==> src/xcom_pkg.sv <==
package xcom_pkg;

  ////////////////////////////////////////////////////////////
  // field widths
  ////////////////////////////////////////////////////////////

  // board address, also used as board id
  typedef logic [3:0]  xcom_addr_t;
  // command data word
  typedef logic [31:0] xcom_data_t;
  // wrapping count of accepted commands
  typedef logic [3:0]  xcom_cnt_t;
  // payload length code carried in the frame header
  typedef logic [1:0]  xcom_len_t;

  // opcode bit that marks a network command
  localparam int XCOM_NET_BIT = 4;

  // length codes
  localparam xcom_len_t XCOM_LEN_8  = 2'd0;
  localparam xcom_len_t XCOM_LEN_16 = 2'd1;
  localparam xcom_len_t XCOM_LEN_32 = 2'd2;

  // destination that every board accepts
  localparam xcom_addr_t XCOM_BCAST_ADDR = 4'hF;

  ////////////////////////////////////////////////////////////
  // opcodes and bundles
  ////////////////////////////////////////////////////////////

  // zero is a no-op, acked locally
  typedef enum logic [4:0] {
    LOC_NOP      = 5'h00,
    LOC_SET_ID   = 5'h01,
    LOC_SET_FLAG = 5'h02,
    LOC_SYNC     = 5'h03,
    NET_SEND_8   = 5'h11,
    NET_SEND_16  = 5'h12,
    NET_SEND_32  = 5'h13
  } xcom_op_e;

  // 41 bits
  typedef struct packed {
    xcom_op_e   op;
    xcom_addr_t addr;
    xcom_data_t data;
  } xcom_cmd_t;

  // 42 bits, payload right-aligned and zero-filled
  typedef struct packed {
    xcom_addr_t src;
    xcom_addr_t dst;
    xcom_len_t  len;
    xcom_data_t payload;
  } xcom_frame_t;

endpackage

==> src/xcom_cmd.sv <==
`timescale 1ns/100ps

module xcom_cmd
  import xcom_pkg::*;
(
  // sequencer command
  input  logic       i_tproc_en,
  input  xcom_op_e   i_tproc_op,
  input  xcom_addr_t i_tproc_addr,
  input  xcom_data_t i_tproc_data,
  // host command, opcode in [5:1], strobe in [0]
  input  logic [5:0] i_ps_ctrl,
  input  xcom_addr_t i_ps_addr,
  input  xcom_data_t i_ps_data,
  // merged command
  output logic       o_cmd_vld,
  output xcom_cmd_t  o_cmd
);

  // unpacked host control word
  logic       ps_vld;
  logic [4:0] ps_op;

  assign ps_vld = i_ps_ctrl[0];
  assign ps_op  = i_ps_ctrl[5:1];

  ////////////////////////////////////////////////////////////
  // source merge
  ////////////////////////////////////////////////////////////

  // an idle source drives all zeros, so OR selects the active one
  // both sources strobing together gives a garbled command
  assign o_cmd_vld = ps_vld | i_tproc_en;

  // opcode is merged as a plain vector, then typed again
  assign o_cmd.op   = xcom_op_e'(ps_op | i_tproc_op);
  assign o_cmd.addr = i_ps_addr | i_tproc_addr;
  assign o_cmd.data = i_ps_data | i_tproc_data;

endmodule

==> src/req_ack_cmd.sv <==
`timescale 1ns/100ps

module req_ack_cmd
  import xcom_pkg::*;
(
  input  logic      i_clk,
  input  logic      i_rst_n,
  // merged command strobe
  input  logic      i_cmd_vld,
  input  xcom_cmd_t i_cmd,
  // acks from executor and transmitter
  input  logic      i_ack_loc,
  input  logic      i_ack_net,
  // requests and held command
  output logic      o_req_loc,
  output logic      o_req_net,
  output xcom_cmd_t o_cmd,
  output xcom_cnt_t o_cmd_cntr
);

  typedef enum logic {
    ST_IDLE,
    ST_WAIT
  } state_e;

  state_e    state;
  xcom_cmd_t cmd_q;
  xcom_cnt_t cntr;

  logic accept;
  logic is_net;
  logic ack_hit;

  ////////////////////////////////////////////////////////////
  // accept and route
  ////////////////////////////////////////////////////////////

  // strobes while waiting are dropped, also in the ack cycle
  assign accept = i_cmd_vld & (state == ST_IDLE);

  // route by the network bit of the held opcode
  assign is_net = cmd_q.op[XCOM_NET_BIT];

  assign o_req_loc = (state == ST_WAIT) & ~is_net;
  assign o_req_net = (state == ST_WAIT) &  is_net;

  // only the ack that matches the raised request counts
  assign ack_hit = (o_req_loc & i_ack_loc) | (o_req_net & i_ack_net);

  // request state and counter
  always_ff @(posedge i_clk) begin
    if (!i_rst_n) begin
      state <= ST_IDLE;
      cntr  <= '0;
    end else begin
      case (state)
        ST_IDLE: begin
          if (accept) begin
            state <= ST_WAIT;
            cntr  <= cntr + 1'b1;
          end
        end
        ST_WAIT: begin
          // request drops in the cycle after the ack
          if (ack_hit) begin
            state <= ST_IDLE;
          end
        end
        default: state <= ST_IDLE;
      endcase
    end
  end

  // command hold register
  always_ff @(posedge i_clk) begin
    if (accept) begin
      cmd_q <= i_cmd;
    end
  end

  assign o_cmd      = cmd_q;
  assign o_cmd_cntr = cntr;

endmodule

==> src/xcom_loc_exec.sv <==
`timescale 1ns/100ps

module xcom_loc_exec
  import xcom_pkg::*;
(
  input  logic       i_clk,
  input  logic       i_rst_n,
  // local request and its command
  input  logic       i_req,
  input  xcom_cmd_t  i_cmd,
  // ack back to the request stage
  output logic       o_ack,
  // local state
  output xcom_addr_t o_board_id,
  output logic       o_flag,
  output logic       o_sync
);

  // request still high during our own ack cycle, so mask it
  logic start;

  assign start = i_req & ~o_ack;

  ////////////////////////////////////////////////////////////
  // command execution
  ////////////////////////////////////////////////////////////

  always_ff @(posedge i_clk) begin
    if (!i_rst_n) begin
      o_ack      <= 1'b0;
      o_sync     <= 1'b0;
      o_board_id <= '0;
      o_flag     <= 1'b0;
    end else begin
      // ack and effect land on the same edge
      o_ack  <= start;
      // single-cycle sync pulse
      o_sync <= start & (i_cmd.op == LOC_SYNC);
      if (start) begin
        case (i_cmd.op)
          // id from the low nibble of data
          LOC_SET_ID:   o_board_id <= i_cmd.data[3:0];
          // flag from data bit 0
          LOC_SET_FLAG: o_flag     <= i_cmd.data[0];
          // nop and unknown local codes only ack
          default: ;
        endcase
      end
    end
  end

endmodule

==> src/xcom_tx.sv <==
`timescale 1ns/100ps

module xcom_tx
  import xcom_pkg::*;
#(
  parameter int P_BIT_CYCLES = 4
) (
  input  logic       i_clk,
  input  logic       i_rst_n,
  // network request and its command
  input  logic       i_req,
  input  xcom_cmd_t  i_cmd,
  // source id placed in the header
  input  xcom_addr_t i_board_id,
  output logic       o_ack,
  // serial line, idles high
  output logic       o_tx_line
);

  localparam int P_CW = $clog2(P_BIT_CYCLES);
  localparam logic [P_CW-1:0] P_LAST = P_CW'(P_BIT_CYCLES - 1);

  typedef enum logic [1:0] {
    ST_IDLE,
    ST_SHIFT,
    ST_STOP
  } state_e;

  state_e          state;
  // start, src, dst, len, up to 32 payload bits, msb goes first
  logic [42:0]     sreg;
  logic [P_CW-1:0] per_cnt;
  logic [5:0]      bit_cnt;

  logic       per_end;
  xcom_len_t  len_code;
  xcom_data_t pay_al;
  logic [5:0] last_idx;

  assign per_end = (per_cnt == P_LAST);

  ////////////////////////////////////////////////////////////
  // frame build
  ////////////////////////////////////////////////////////////

  // length from opcode, unknown network codes send 8 bits
  // payload moved to the top so it shifts out msb first
  // last_idx is the shift count minus one (11 framing bits + payload)
  always_comb begin
    case (i_cmd.op)
      NET_SEND_16: begin
        len_code = XCOM_LEN_16;
        pay_al   = {i_cmd.data[15:0], 16'h0};
        last_idx = 6'd26;
      end
      NET_SEND_32: begin
        len_code = XCOM_LEN_32;
        pay_al   = i_cmd.data;
        last_idx = 6'd42;
      end
      default: begin
        len_code = XCOM_LEN_8;
        pay_al   = {i_cmd.data[7:0], 24'h0};
        last_idx = 6'd18;
      end
    endcase
  end

  // control path
  always_ff @(posedge i_clk) begin
    if (!i_rst_n) begin
      state   <= ST_IDLE;
      per_cnt <= '0;
      bit_cnt <= '0;
    end else begin
      case (state)
        ST_IDLE: begin
          per_cnt <= '0;
          if (i_req) begin
            state   <= ST_SHIFT;
            bit_cnt <= last_idx;
          end
        end
        ST_SHIFT: begin
          per_cnt <= per_end ? '0 : per_cnt + 1'b1;
          if (per_end) begin
            if (bit_cnt == '0) begin
              state <= ST_STOP;
            end else begin
              bit_cnt <= bit_cnt - 1'b1;
            end
          end
        end
        ST_STOP: begin
          per_cnt <= per_end ? '0 : per_cnt + 1'b1;
          if (per_end) begin
            state <= ST_IDLE;
          end
        end
        default: state <= ST_IDLE;
      endcase
    end
  end

  // shift register, loaded on the request
  always_ff @(posedge i_clk) begin
    if (state == ST_IDLE && i_req) begin
      sreg <= {1'b0, i_board_id, i_cmd.addr, len_code, pay_al};
    end else if (state == ST_SHIFT && per_end) begin
      sreg <= {sreg[41:0], 1'b0};
    end
  end

  // stop bit and idle are both high
  assign o_tx_line = (state == ST_SHIFT) ? sreg[42] : 1'b1;

  // ack in the last cycle of the stop bit
  assign o_ack = (state == ST_STOP) & per_end;

endmodule

==> src/xcom_rx.sv <==
`timescale 1ns/100ps

module xcom_rx
  import xcom_pkg::*;
#(
  parameter int P_BIT_CYCLES = 4
) (
  input  logic        i_clk,
  input  logic        i_rst_n,
  // serial line, already in this clock domain
  input  logic        i_rx_line,
  // filter id
  input  xcom_addr_t  i_board_id,
  output logic        o_rx_vld,
  output xcom_frame_t o_rx_frame
);

  localparam int P_CW = $clog2(P_BIT_CYCLES);
  localparam logic [P_CW-1:0] P_HALF = P_CW'(P_BIT_CYCLES / 2);
  localparam logic [P_CW-1:0] P_LAST = P_CW'(P_BIT_CYCLES - 1);

  typedef enum logic [1:0] {
    ST_IDLE,
    ST_START,
    ST_DATA,
    ST_STOP
  } state_e;

  state_e          state;
  logic            line_d;
  logic [P_CW-1:0] per_cnt;
  logic [5:0]      bit_cnt;
  // src, dst, len
  logic [9:0]      hdr_sr;
  xcom_data_t      pay_sr;

  logic       sample;
  logic       last_bit;
  logic       dst_ok;
  logic [5:0] last_idx;

  // mid-period sample point
  assign sample = (per_cnt == P_HALF);

  // last data index is 9 + payload bits
  // never matches while the header is still coming in
  always_comb begin
    case (hdr_sr[1:0])
      XCOM_LEN_8:  last_idx = 6'd17;
      XCOM_LEN_16: last_idx = 6'd25;
      default:     last_idx = 6'd41;
    endcase
  end

  assign last_bit = (bit_cnt == last_idx);

  // own id or broadcast
  assign dst_ok = (hdr_sr[5:2] == i_board_id) | (hdr_sr[5:2] == XCOM_BCAST_ADDR);

  ////////////////////////////////////////////////////////////
  // receive FSM
  ////////////////////////////////////////////////////////////

  always_ff @(posedge i_clk) begin
    if (!i_rst_n) begin
      state    <= ST_IDLE;
      line_d   <= 1'b1;
      per_cnt  <= '0;
      bit_cnt  <= '0;
      o_rx_vld <= 1'b0;
    end else begin
      line_d   <= i_rx_line;
      o_rx_vld <= 1'b0;
      if (state != ST_IDLE) begin
        per_cnt <= (per_cnt == P_LAST) ? '0 : per_cnt + 1'b1;
      end
      case (state)
        ST_IDLE: begin
          // falling edge, first low cycle was period index 0
          if (line_d && !i_rx_line) begin
            state   <= ST_START;
            per_cnt <= P_CW'(1);
          end
        end
        ST_START: begin
          // glitch back to high, not a start bit
          if (sample) begin
            state   <= i_rx_line ? ST_IDLE : ST_DATA;
            bit_cnt <= '0;
          end
        end
        ST_DATA: begin
          if (sample) begin
            bit_cnt <= bit_cnt + 1'b1;
            if (last_bit) begin
              state <= ST_STOP;
            end
          end
        end
        ST_STOP: begin
          // a low stop bit drops the frame
          if (sample) begin
            state    <= ST_IDLE;
            o_rx_vld <= i_rx_line & dst_ok;
          end
        end
        default: state <= ST_IDLE;
      endcase
    end
  end

  // header and payload shift, payload cleared while idle
  always_ff @(posedge i_clk) begin
    if (state == ST_IDLE) begin
      pay_sr <= '0;
    end else if (state == ST_DATA && sample) begin
      if (bit_cnt < 6'd10) begin
        hdr_sr <= {hdr_sr[8:0], i_rx_line};
      end else begin
        pay_sr <= {pay_sr[30:0], i_rx_line};
      end
    end
  end

  // frame output, updated with the stop sample
  always_ff @(posedge i_clk) begin
    if (state == ST_STOP && sample) begin
      o_rx_frame.src     <= hdr_sr[9:6];
      o_rx_frame.dst     <= hdr_sr[5:2];
      o_rx_frame.len     <= hdr_sr[1:0];
      o_rx_frame.payload <= pay_sr;
    end
  end

endmodule

==> src/xcom_top.sv <==
`timescale 1ns/100ps

module xcom_top
  import xcom_pkg::*;
#(
  parameter int P_BIT_CYCLES = 4
) (
  input  logic        i_clk,
  input  logic        i_rst_n,
  // sequencer command
  input  logic        i_tproc_en,
  input  xcom_op_e    i_tproc_op,
  input  xcom_addr_t  i_tproc_addr,
  input  xcom_data_t  i_tproc_data,
  // host command
  input  logic [5:0]  i_ps_ctrl,
  input  xcom_addr_t  i_ps_addr,
  input  xcom_data_t  i_ps_data,
  // serial input
  input  logic        i_rx_line,
  // status
  output logic        o_req_loc,
  output logic        o_req_net,
  output xcom_cnt_t   o_cmd_cntr,
  output xcom_addr_t  o_board_id,
  output logic        o_flag,
  output logic        o_sync,
  // serial output and received frames
  output logic        o_tx_line,
  output logic        o_rx_vld,
  output xcom_frame_t o_rx_frame
);

  logic      cmd_vld;
  xcom_cmd_t cmd;
  xcom_cmd_t req_cmd;
  logic      ack_loc;
  logic      ack_net;

  ////////////////////////////////////////////////////////////
  // command path
  ////////////////////////////////////////////////////////////

  xcom_cmd u_xcom_cmd (
    .i_tproc_en   (i_tproc_en),
    .i_tproc_op   (i_tproc_op),
    .i_tproc_addr (i_tproc_addr),
    .i_tproc_data (i_tproc_data),
    .i_ps_ctrl    (i_ps_ctrl),
    .i_ps_addr    (i_ps_addr),
    .i_ps_data    (i_ps_data),
    .o_cmd_vld    (cmd_vld),
    .o_cmd        (cmd)
  );

  req_ack_cmd u_req_ack_cmd (
    .i_clk      (i_clk),
    .i_rst_n    (i_rst_n),
    .i_cmd_vld  (cmd_vld),
    .i_cmd      (cmd),
    .i_ack_loc  (ack_loc),
    .i_ack_net  (ack_net),
    .o_req_loc  (o_req_loc),
    .o_req_net  (o_req_net),
    .o_cmd      (req_cmd),
    .o_cmd_cntr (o_cmd_cntr)
  );

  // board id feeds both tx header and rx filter
  xcom_loc_exec u_xcom_loc_exec (
    .i_clk      (i_clk),
    .i_rst_n    (i_rst_n),
    .i_req      (o_req_loc),
    .i_cmd      (req_cmd),
    .o_ack      (ack_loc),
    .o_board_id (o_board_id),
    .o_flag     (o_flag),
    .o_sync     (o_sync)
  );

  // serial link
  xcom_tx #(
    .P_BIT_CYCLES (P_BIT_CYCLES)
  ) u_xcom_tx (
    .i_clk      (i_clk),
    .i_rst_n    (i_rst_n),
    .i_req      (o_req_net),
    .i_cmd      (req_cmd),
    .i_board_id (o_board_id),
    .o_ack      (ack_net),
    .o_tx_line  (o_tx_line)
  );

  xcom_rx #(
    .P_BIT_CYCLES (P_BIT_CYCLES)
  ) u_xcom_rx (
    .i_clk      (i_clk),
    .i_rst_n    (i_rst_n),
    .i_rx_line  (i_rx_line),
    .i_board_id (o_board_id),
    .o_rx_vld   (o_rx_vld),
    .o_rx_frame (o_rx_frame)
  );

endmodule

==> config.mk <==
export PLATFORM = sky130hd
export DESIGN_NAME = xcom_top
export DESIGN_NICKNAME = d
export VERILOG_FILES = /design/src/xcom_pkg.sv /design/src/xcom_cmd.sv /design/src/req_ack_cmd.sv /design/src/xcom_loc_exec.sv /design/src/xcom_tx.sv /design/src/xcom_rx.sv /design/src/xcom_top.sv
export SDC_FILE = /design/constraint.sdc
export NUM_CORES = 1
export LEC_CHECK = 0
export BUFFER_PORTS_ARGS = -buffer_cell sky130_fd_sc_hd__buf_4
export CAP_MARGIN = 5
export CORE_UTILIZATION = 40
export DETAILED_ROUTE_END_ITERATION = 10
export GPL_TIMING_DRIVEN = 1
export HOLD_SLACK_MARGIN = 0.06
export PLACE_DENSITY_LB_ADDON = 0.08
export SKIP_CTS_REPAIR_TIMING = 1
export SLEW_MARGIN = 20
export SYNTH_ARGS = -nofsm -noshare
export SYNTH_HDL_FRONTEND = slang
export SYNTH_SLANG_ARGS = --single-unit
==> constraint.sdc <==
create_clock -name i_clk -period 5.25 [get_ports i_clk]
set_input_delay 0.2625 -clock i_clk [delete_from_list [all_inputs] [get_ports i_clk]]
set_output_delay 0.2625 -clock i_clk [all_outputs]
set_load 0.005 [all_outputs]
-- Word-level counts from Yosys, hierarchy flattened
Index checks and enable logic that the tools add are counted.
- flip-flop bits (word level): 202
- input bits: 87
- output and inout bits: 56
- equality and inequality tests: 27
- reductions and logical operators: 26
- $add $sub $neg: 5
- $lt $le $gt $ge: 1
- multiplexer cells: 35
- bitwise gates (word level): 20
- operator list (cell ; number):
    $mux W42 ; 2
    $pmux W32 S2 ; 1
    $pmux W6 S2 ; 4
    $or A32 B32 Y32 ; 1
    $mux W2 ; 15
    $mux W6 ; 5
    $ne A2 B1 Y1 const B ; 8
    $eq A2 B2 Y1 const B ; 6
    $eq A5 B2 Y1 const B ; 2
    $eq A5 B5 Y1 const B ; 2
    $reduce_bool A2 Y1 ; 5
    $and A1 B1 Y1 ; 9
    $reduce_and A3 Y1 ; 3
    $pmux W2 S2 ; 2
    $pmux W2 S4 ; 1
    $reduce_and A2 Y1 ; 4
    $reduce_and A4 Y1 ; 2
    $add A6 B1 Y6 const B ; 1
    $eq A2 B1 Y1 const B ; 3
    $eq A6 B6 Y1 ; 1
    $logic_not A2 Y1 ; 3
    $logic_not A6 Y1 ; 1
    $lt A6 B4 Y1 const B ; 1
    $pmux W2 S3 ; 1
    17 further kinds ; 31

-- Depth between registers and ports, before layout
- depth in word-level cells: 6
- gate-level depth with buffers: 7
- mapped depth without buffers: 6

-- Modules after synthesis
From an unflattened synthesis, not the netlist that was laid out.
- cell total of the unflattened synthesis: 630
- area total of the unflattened synthesis: 8370.5 um^2
- by module, submodules not included (module ; times used ; area each (um^2) ; cells each):
    xcom_rx ; 1 ; 3573.4 ; 255
    xcom_tx ; 1 ; 2735.1 ; 237
    req_ack_cmd ; 1 ; 1492.7 ; 65
    xcom_loc_exec ; 1 ; 306.5 ; 31
    xcom_cmd ; 1 ; 262.8 ; 42

-- Least setup slack after synthesis
Ideal clock, no wire load.
- kind: register to register
- start point: reg u_req_ack_cmd.cmd_q (netlist bit u_req_ack_cmd.o_cmd[40])
- end point: reg u_xcom_tx.sreg[0] (enable)
- clock period less this slack: 2.521 ns
- required time: 4.706 ns
- arrival: 1.977 ns
- path slack: 2.729 ns
- cell stages (with the launch flop): 7
- path buffers: 3
- path through: edfxtp_1 > and2_1 > clkbuf_1 > nand2_1 > buf_2 > buf_2 > nand2_1
- cells in the longest elaborated chain, start to end: 3
- RTL lines (item ; line ; text):
    start: declaration ; req_ack_cmd.sv:27 ; xcom_cmd_t cmd_q;
    start signal: assignment ; req_ack_cmd.sv:77 ; cmd_q <= i_cmd;
    $and A1 B1 Y1 ; req_ack_cmd.sv:45 ; assign o_req_net = (state == ST_WAIT) & is_net;
    named net o_req_net ; xcom_top.sv:23 ; output logic o_req_net,
    $logic_and A1 B1 Y1 ; xcom_tx.sv:107 ; if (state == ST_IDLE && i_req) begin
    $reduce_bool A2 Y1 (no source line) ; -- ;
    end signal: assignment ; xcom_tx.sv:108 ; sreg <= {1'b0, i_board_id, i_cmd.addr, len_code, pay_al};
    end signal: assignment ; xcom_tx.sv:110 ; sreg <= {sreg[41:0], 1'b0};
    end: declaration ; xcom_tx.sv:31 ; logic [42:0] sreg;
The timed path passes the listed nets, and every way through them passes these cells.
A chain may end at the register's enable or synchronous reset.

-- Worst setup path in the final report
- start point: reg u_req_ack_cmd.cmd_q (netlist bit u_req_ack_cmd.o_cmd[40])
- end point: reg u_xcom_tx.sreg[30] (enable)
- cells in the longest elaborated chain, start to end: 3
- RTL lines (item ; line):
    $and A1 B1 Y1 ; req_ack_cmd.sv:45
    $logic_and A1 B1 Y1 ; xcom_tx.sv:107
    $reduce_bool A2 Y1 (no source line) ; --
Every way passes these cells.

==> results.cfg <==
[floorplan]
start_util = 0.4137
num_io_pins = 143
rows = 51
dieWidth_um = 144.8
dieArea_sq_mm = 0.02097
die_h_um = 144.8
coreArea_sq_mm = 0.01972

[grt]
antenna_found_initial = 0
overflow = 0
grt_pass1_wl_mm = 24.61
grt_max_degree = 60
track_usage = 0.1495
grt_pass1_vias = 4917

[run]
maxCapViolations = 0

[detailed_routing]
drtPass1Iterations = 4
post_drt_wl_per_cell_um = 14.28
avgViaCountPerCell = 4.779
drc = 0
via_count = 5415
ant_nets = 0
finalWirelength_mm = 16.18
first_iter_violations = 268

[layout]
n_fill_cell = 1625
multiInputGateArea_sq_mm = 0.002603
drive_gt1_frac = 0.2753
area_growth_pct = 35.73
insertedDiodeCount = 0
utilization = 0.5615
regArea_sq_mm = 0.005395
nets = 955

[critical_path]
cp-end-kind = flop
cp.arrival_ps = 2910
start_kind = flop
critPathKind = flop to flop
worstPathRequired_ps = 5250
cp_max_fo = 59

[sta]
holdWs_ps = 428.8
finalHoldViolations = 0
finalSetupTns_ps = 0
layout_setup_ws_ps = 2335
period_needed_ps = 2915
clock.fmax_mhz = 343.0
setup_viol = 0
slew_headroom = 0.3109
rsz0062_at_grt = no
worst_pin_slew_ps = 1030
report.final.slew_viol_count = 0
fin_worst_skew_ps = 13.34
fin_crit_sh = 0.5553

[place]
gp_congestion = 0.7551
io_buffers = 142
pre_cts_ws_ps = 2327
place_hpwl_mm = 10.07

[yosys]
synth_cell_types = 60
synth_ff_type = edfxtp_1
synth-seq-area-share = 0.6615
netlist_area_sq_mm = 0.008157
syn_nets = 734
yosysWarningCount = 0
yosys_register_bits = 202
synthCells = 631
synth-edff-count = 135
avgSynthCellArea_sq_um = 12.93
async_flop_share = 0

[clock_tree]
cts_root_buf = clkbuf_16
numCtsBuffers = 22
cts.path.max_buffers = 3
path_clk_slew_ps = 60
htreeDepth = 1
clock_latency_ps = 500
tritoncts = done
cts.sinks = 202

[power_and_ir_drop]
p_leak_nw = 4.302
vdd_ir_drop_max_mv = 0.1965
p_per_area_mw_per_mm2 = 349.8

[worst_hold_path]
min_path_type = flop to flop

[outcome]
status = completed
-- power breakdown --
part | leakage (nW) | switching (W) | internal (W)
clock network | 0.373 | 0.000632 | 0.000960
registers | 1.85 | 0.0000505 | 0.00178
logic | 2.08 | 0.000240 | 0.000207
-- routing by layer --
| layer | track usage | vias to the layer above | wire (um) |
|---|---|---|---|
| met1 | 0.2048 | 2519 | 7426 |
| met2 | 0.2384 | 158 | 7575 |
| li1 | - | 2713 | - |
| met5 | 0 | - | 0 |
| met4 | 0.04986 | 0 | 311 |
| met3 | 0.02797 | 25 | 869 |
-- cell families (layout without fill, tap and decap cells) --
family                   after synthesis  in the layout  synth area share
flip-flops                           202            202            0.6615
AND/OR/NAND/NOR                      213            213            0.1289
buffers and inverters                 45            282           0.02316
multiplexers                          57             57           0.07010
adder cells (fa/ha/maj)               16             16           0.02454
AO/OA/AOI/OAI                         86             86           0.07901
XOR/XNOR                              12             12           0.01289
-- registers in the layout (all words and copies together), names as in the netlist, named ones only --
| register | cells |
|---|---|
| u_req_ack_cmd.state | 1 |
| u_xcom_loc_exec.o_flag | 1 |
| u_xcom_tx.sreg | 43 |
| u_xcom_tx.state | 2 |
| u_xcom_loc_exec.o_board_id | 4 |
| u_xcom_loc_exec.o_sync | 1 |
| u_xcom_rx.line_d | 1 |
| u_xcom_rx.state | 1 |
| u_xcom_rx.pay_sr | 32 |
| u_xcom_loc_exec.o_ack | 1 |
| u_req_ack_cmd.o_cmd_cntr | 4 |
| u_xcom_rx.per_cnt | 2 |
| u_xcom_rx.o_rx_vld | 1 |
| u_xcom_tx.bit_cnt | 6 |
| u_xcom_rx.hdr_sr | 10 |
| u_req_ack_cmd.o_cmd | 41 |
| u_xcom_rx.bit_cnt | 6 |
| u_xcom_rx.o_rx_frame | 42 |
| u_xcom_tx.per_cnt | 2 |
-- cell usage after synthesis (all sizes together), types with 2 or more instances --
master / number / share of area
mux2i: 56 / 0.069
dfxtp: 67 / 0.16
a311oi: 2 / 0.0021
xor2: 11 / 0.012
nor2b: 6 / 0.0046
a21oi: 19 / 0.012
o311a: 3 / 0.0051
o31ai: 11 / 0.010
or3: 2 / 0.0015
nand2b: 4 / 0.0031
and2: 7 / 0.0054
nand4b: 2 / 0.0021
buf: 10 / 0.0069
nand3b: 2 / 0.0018
nand4: 4 / 0.0031
nor3: 2 / 0.0012
edfxtp: 135 / 0.50
nand3: 3 / 0.0018
a211oi: 2 / 0.0018
and3: 5 / 0.0038
o21ai: 16 / 0.0098
nand2: 55 / 0.025
nor2: 70 / 0.032
ha: 16 / 0.025
o41ai: 2 / 0.0021
nand4bb: 2 / 0.0028
a22o: 15 / 0.016
inv: 14 / 0.0064
nor3b: 2 / 0.0018
or2: 41 / 0.031
clkbuf: 21 / 0.0098
-- layout make-up --
class	instances	share of cell area
inverters	14	0.004747
repair buffers	228	0.1736
well taps	265	0.02995
multi-input cells	384	0.2351
clock inverters	12	0.01198
flip-flops and latches	202	0.4873
clock buffers	28	0.05730
-- final timing paths --
| check | from | to | slack [ps] | cells past startpoint |
|---|---|---|---|---|
| min reg2reg | u_xcom_rx.hdr_sr[9] | u_xcom_rx.o_rx_frame[41] | 430 | 0 |
| min | u_xcom_rx.hdr_sr[9] | u_xcom_rx.o_rx_frame[41] | 430 | 0 |
| max | u_req_ack_cmd.o_cmd[40] | u_xcom_tx.sreg[30] | 2330 | 3 |
| max reg2reg | u_req_ack_cmd.o_cmd[40] | u_xcom_tx.sreg[30] | 2330 | 3 |
-- per-stage QoR --
| step | std cells | total power (W) | area, sq um |
|---|---|---|---|
| after global routing | 1133 | 0.004032 | 11070 |
| after CTS | 1049 | 0.003860 | 10220 |
| final | 1133 | 0.003872 | 11070 |
| after detailed placement | 1009 | 0.002261 | 9452 |
| after floorplan | 631 | 0.002128 | 8157 |
| after global placement | 1009 | 0.002244 | 9447 |
-- cells in the final DEF, fill, tap and decap left out, types with 3 or more instances in the layout --
cell,count
a21oi_1,18
a22o_1,15
and2_1,6
and3_1,5
buf_4,144
clkbuf_16,23
clkbuf_8,4
clkinv_2,5
clkinvlp_4,3
dfxtp_1,67
dlygate4sd3_1,84
edfxtp_1,135
ha_1,16
inv_1,14
mux2i_1,56
nand2_1,53
nand2b_1,4
nand3_1,3
nand4_1,4
nor2_1,70
nor2b_1,6
o21ai_0,14
o31ai_1,11
or2_2,41
xor2_1,11
-- critical path, cell delays in order (launching register included) --
cell and delay [ps]:
edfxtp_1 490, and2_1 270, nand2_2 760, nand2_2 850
Power figures use the tool's default switching activity.
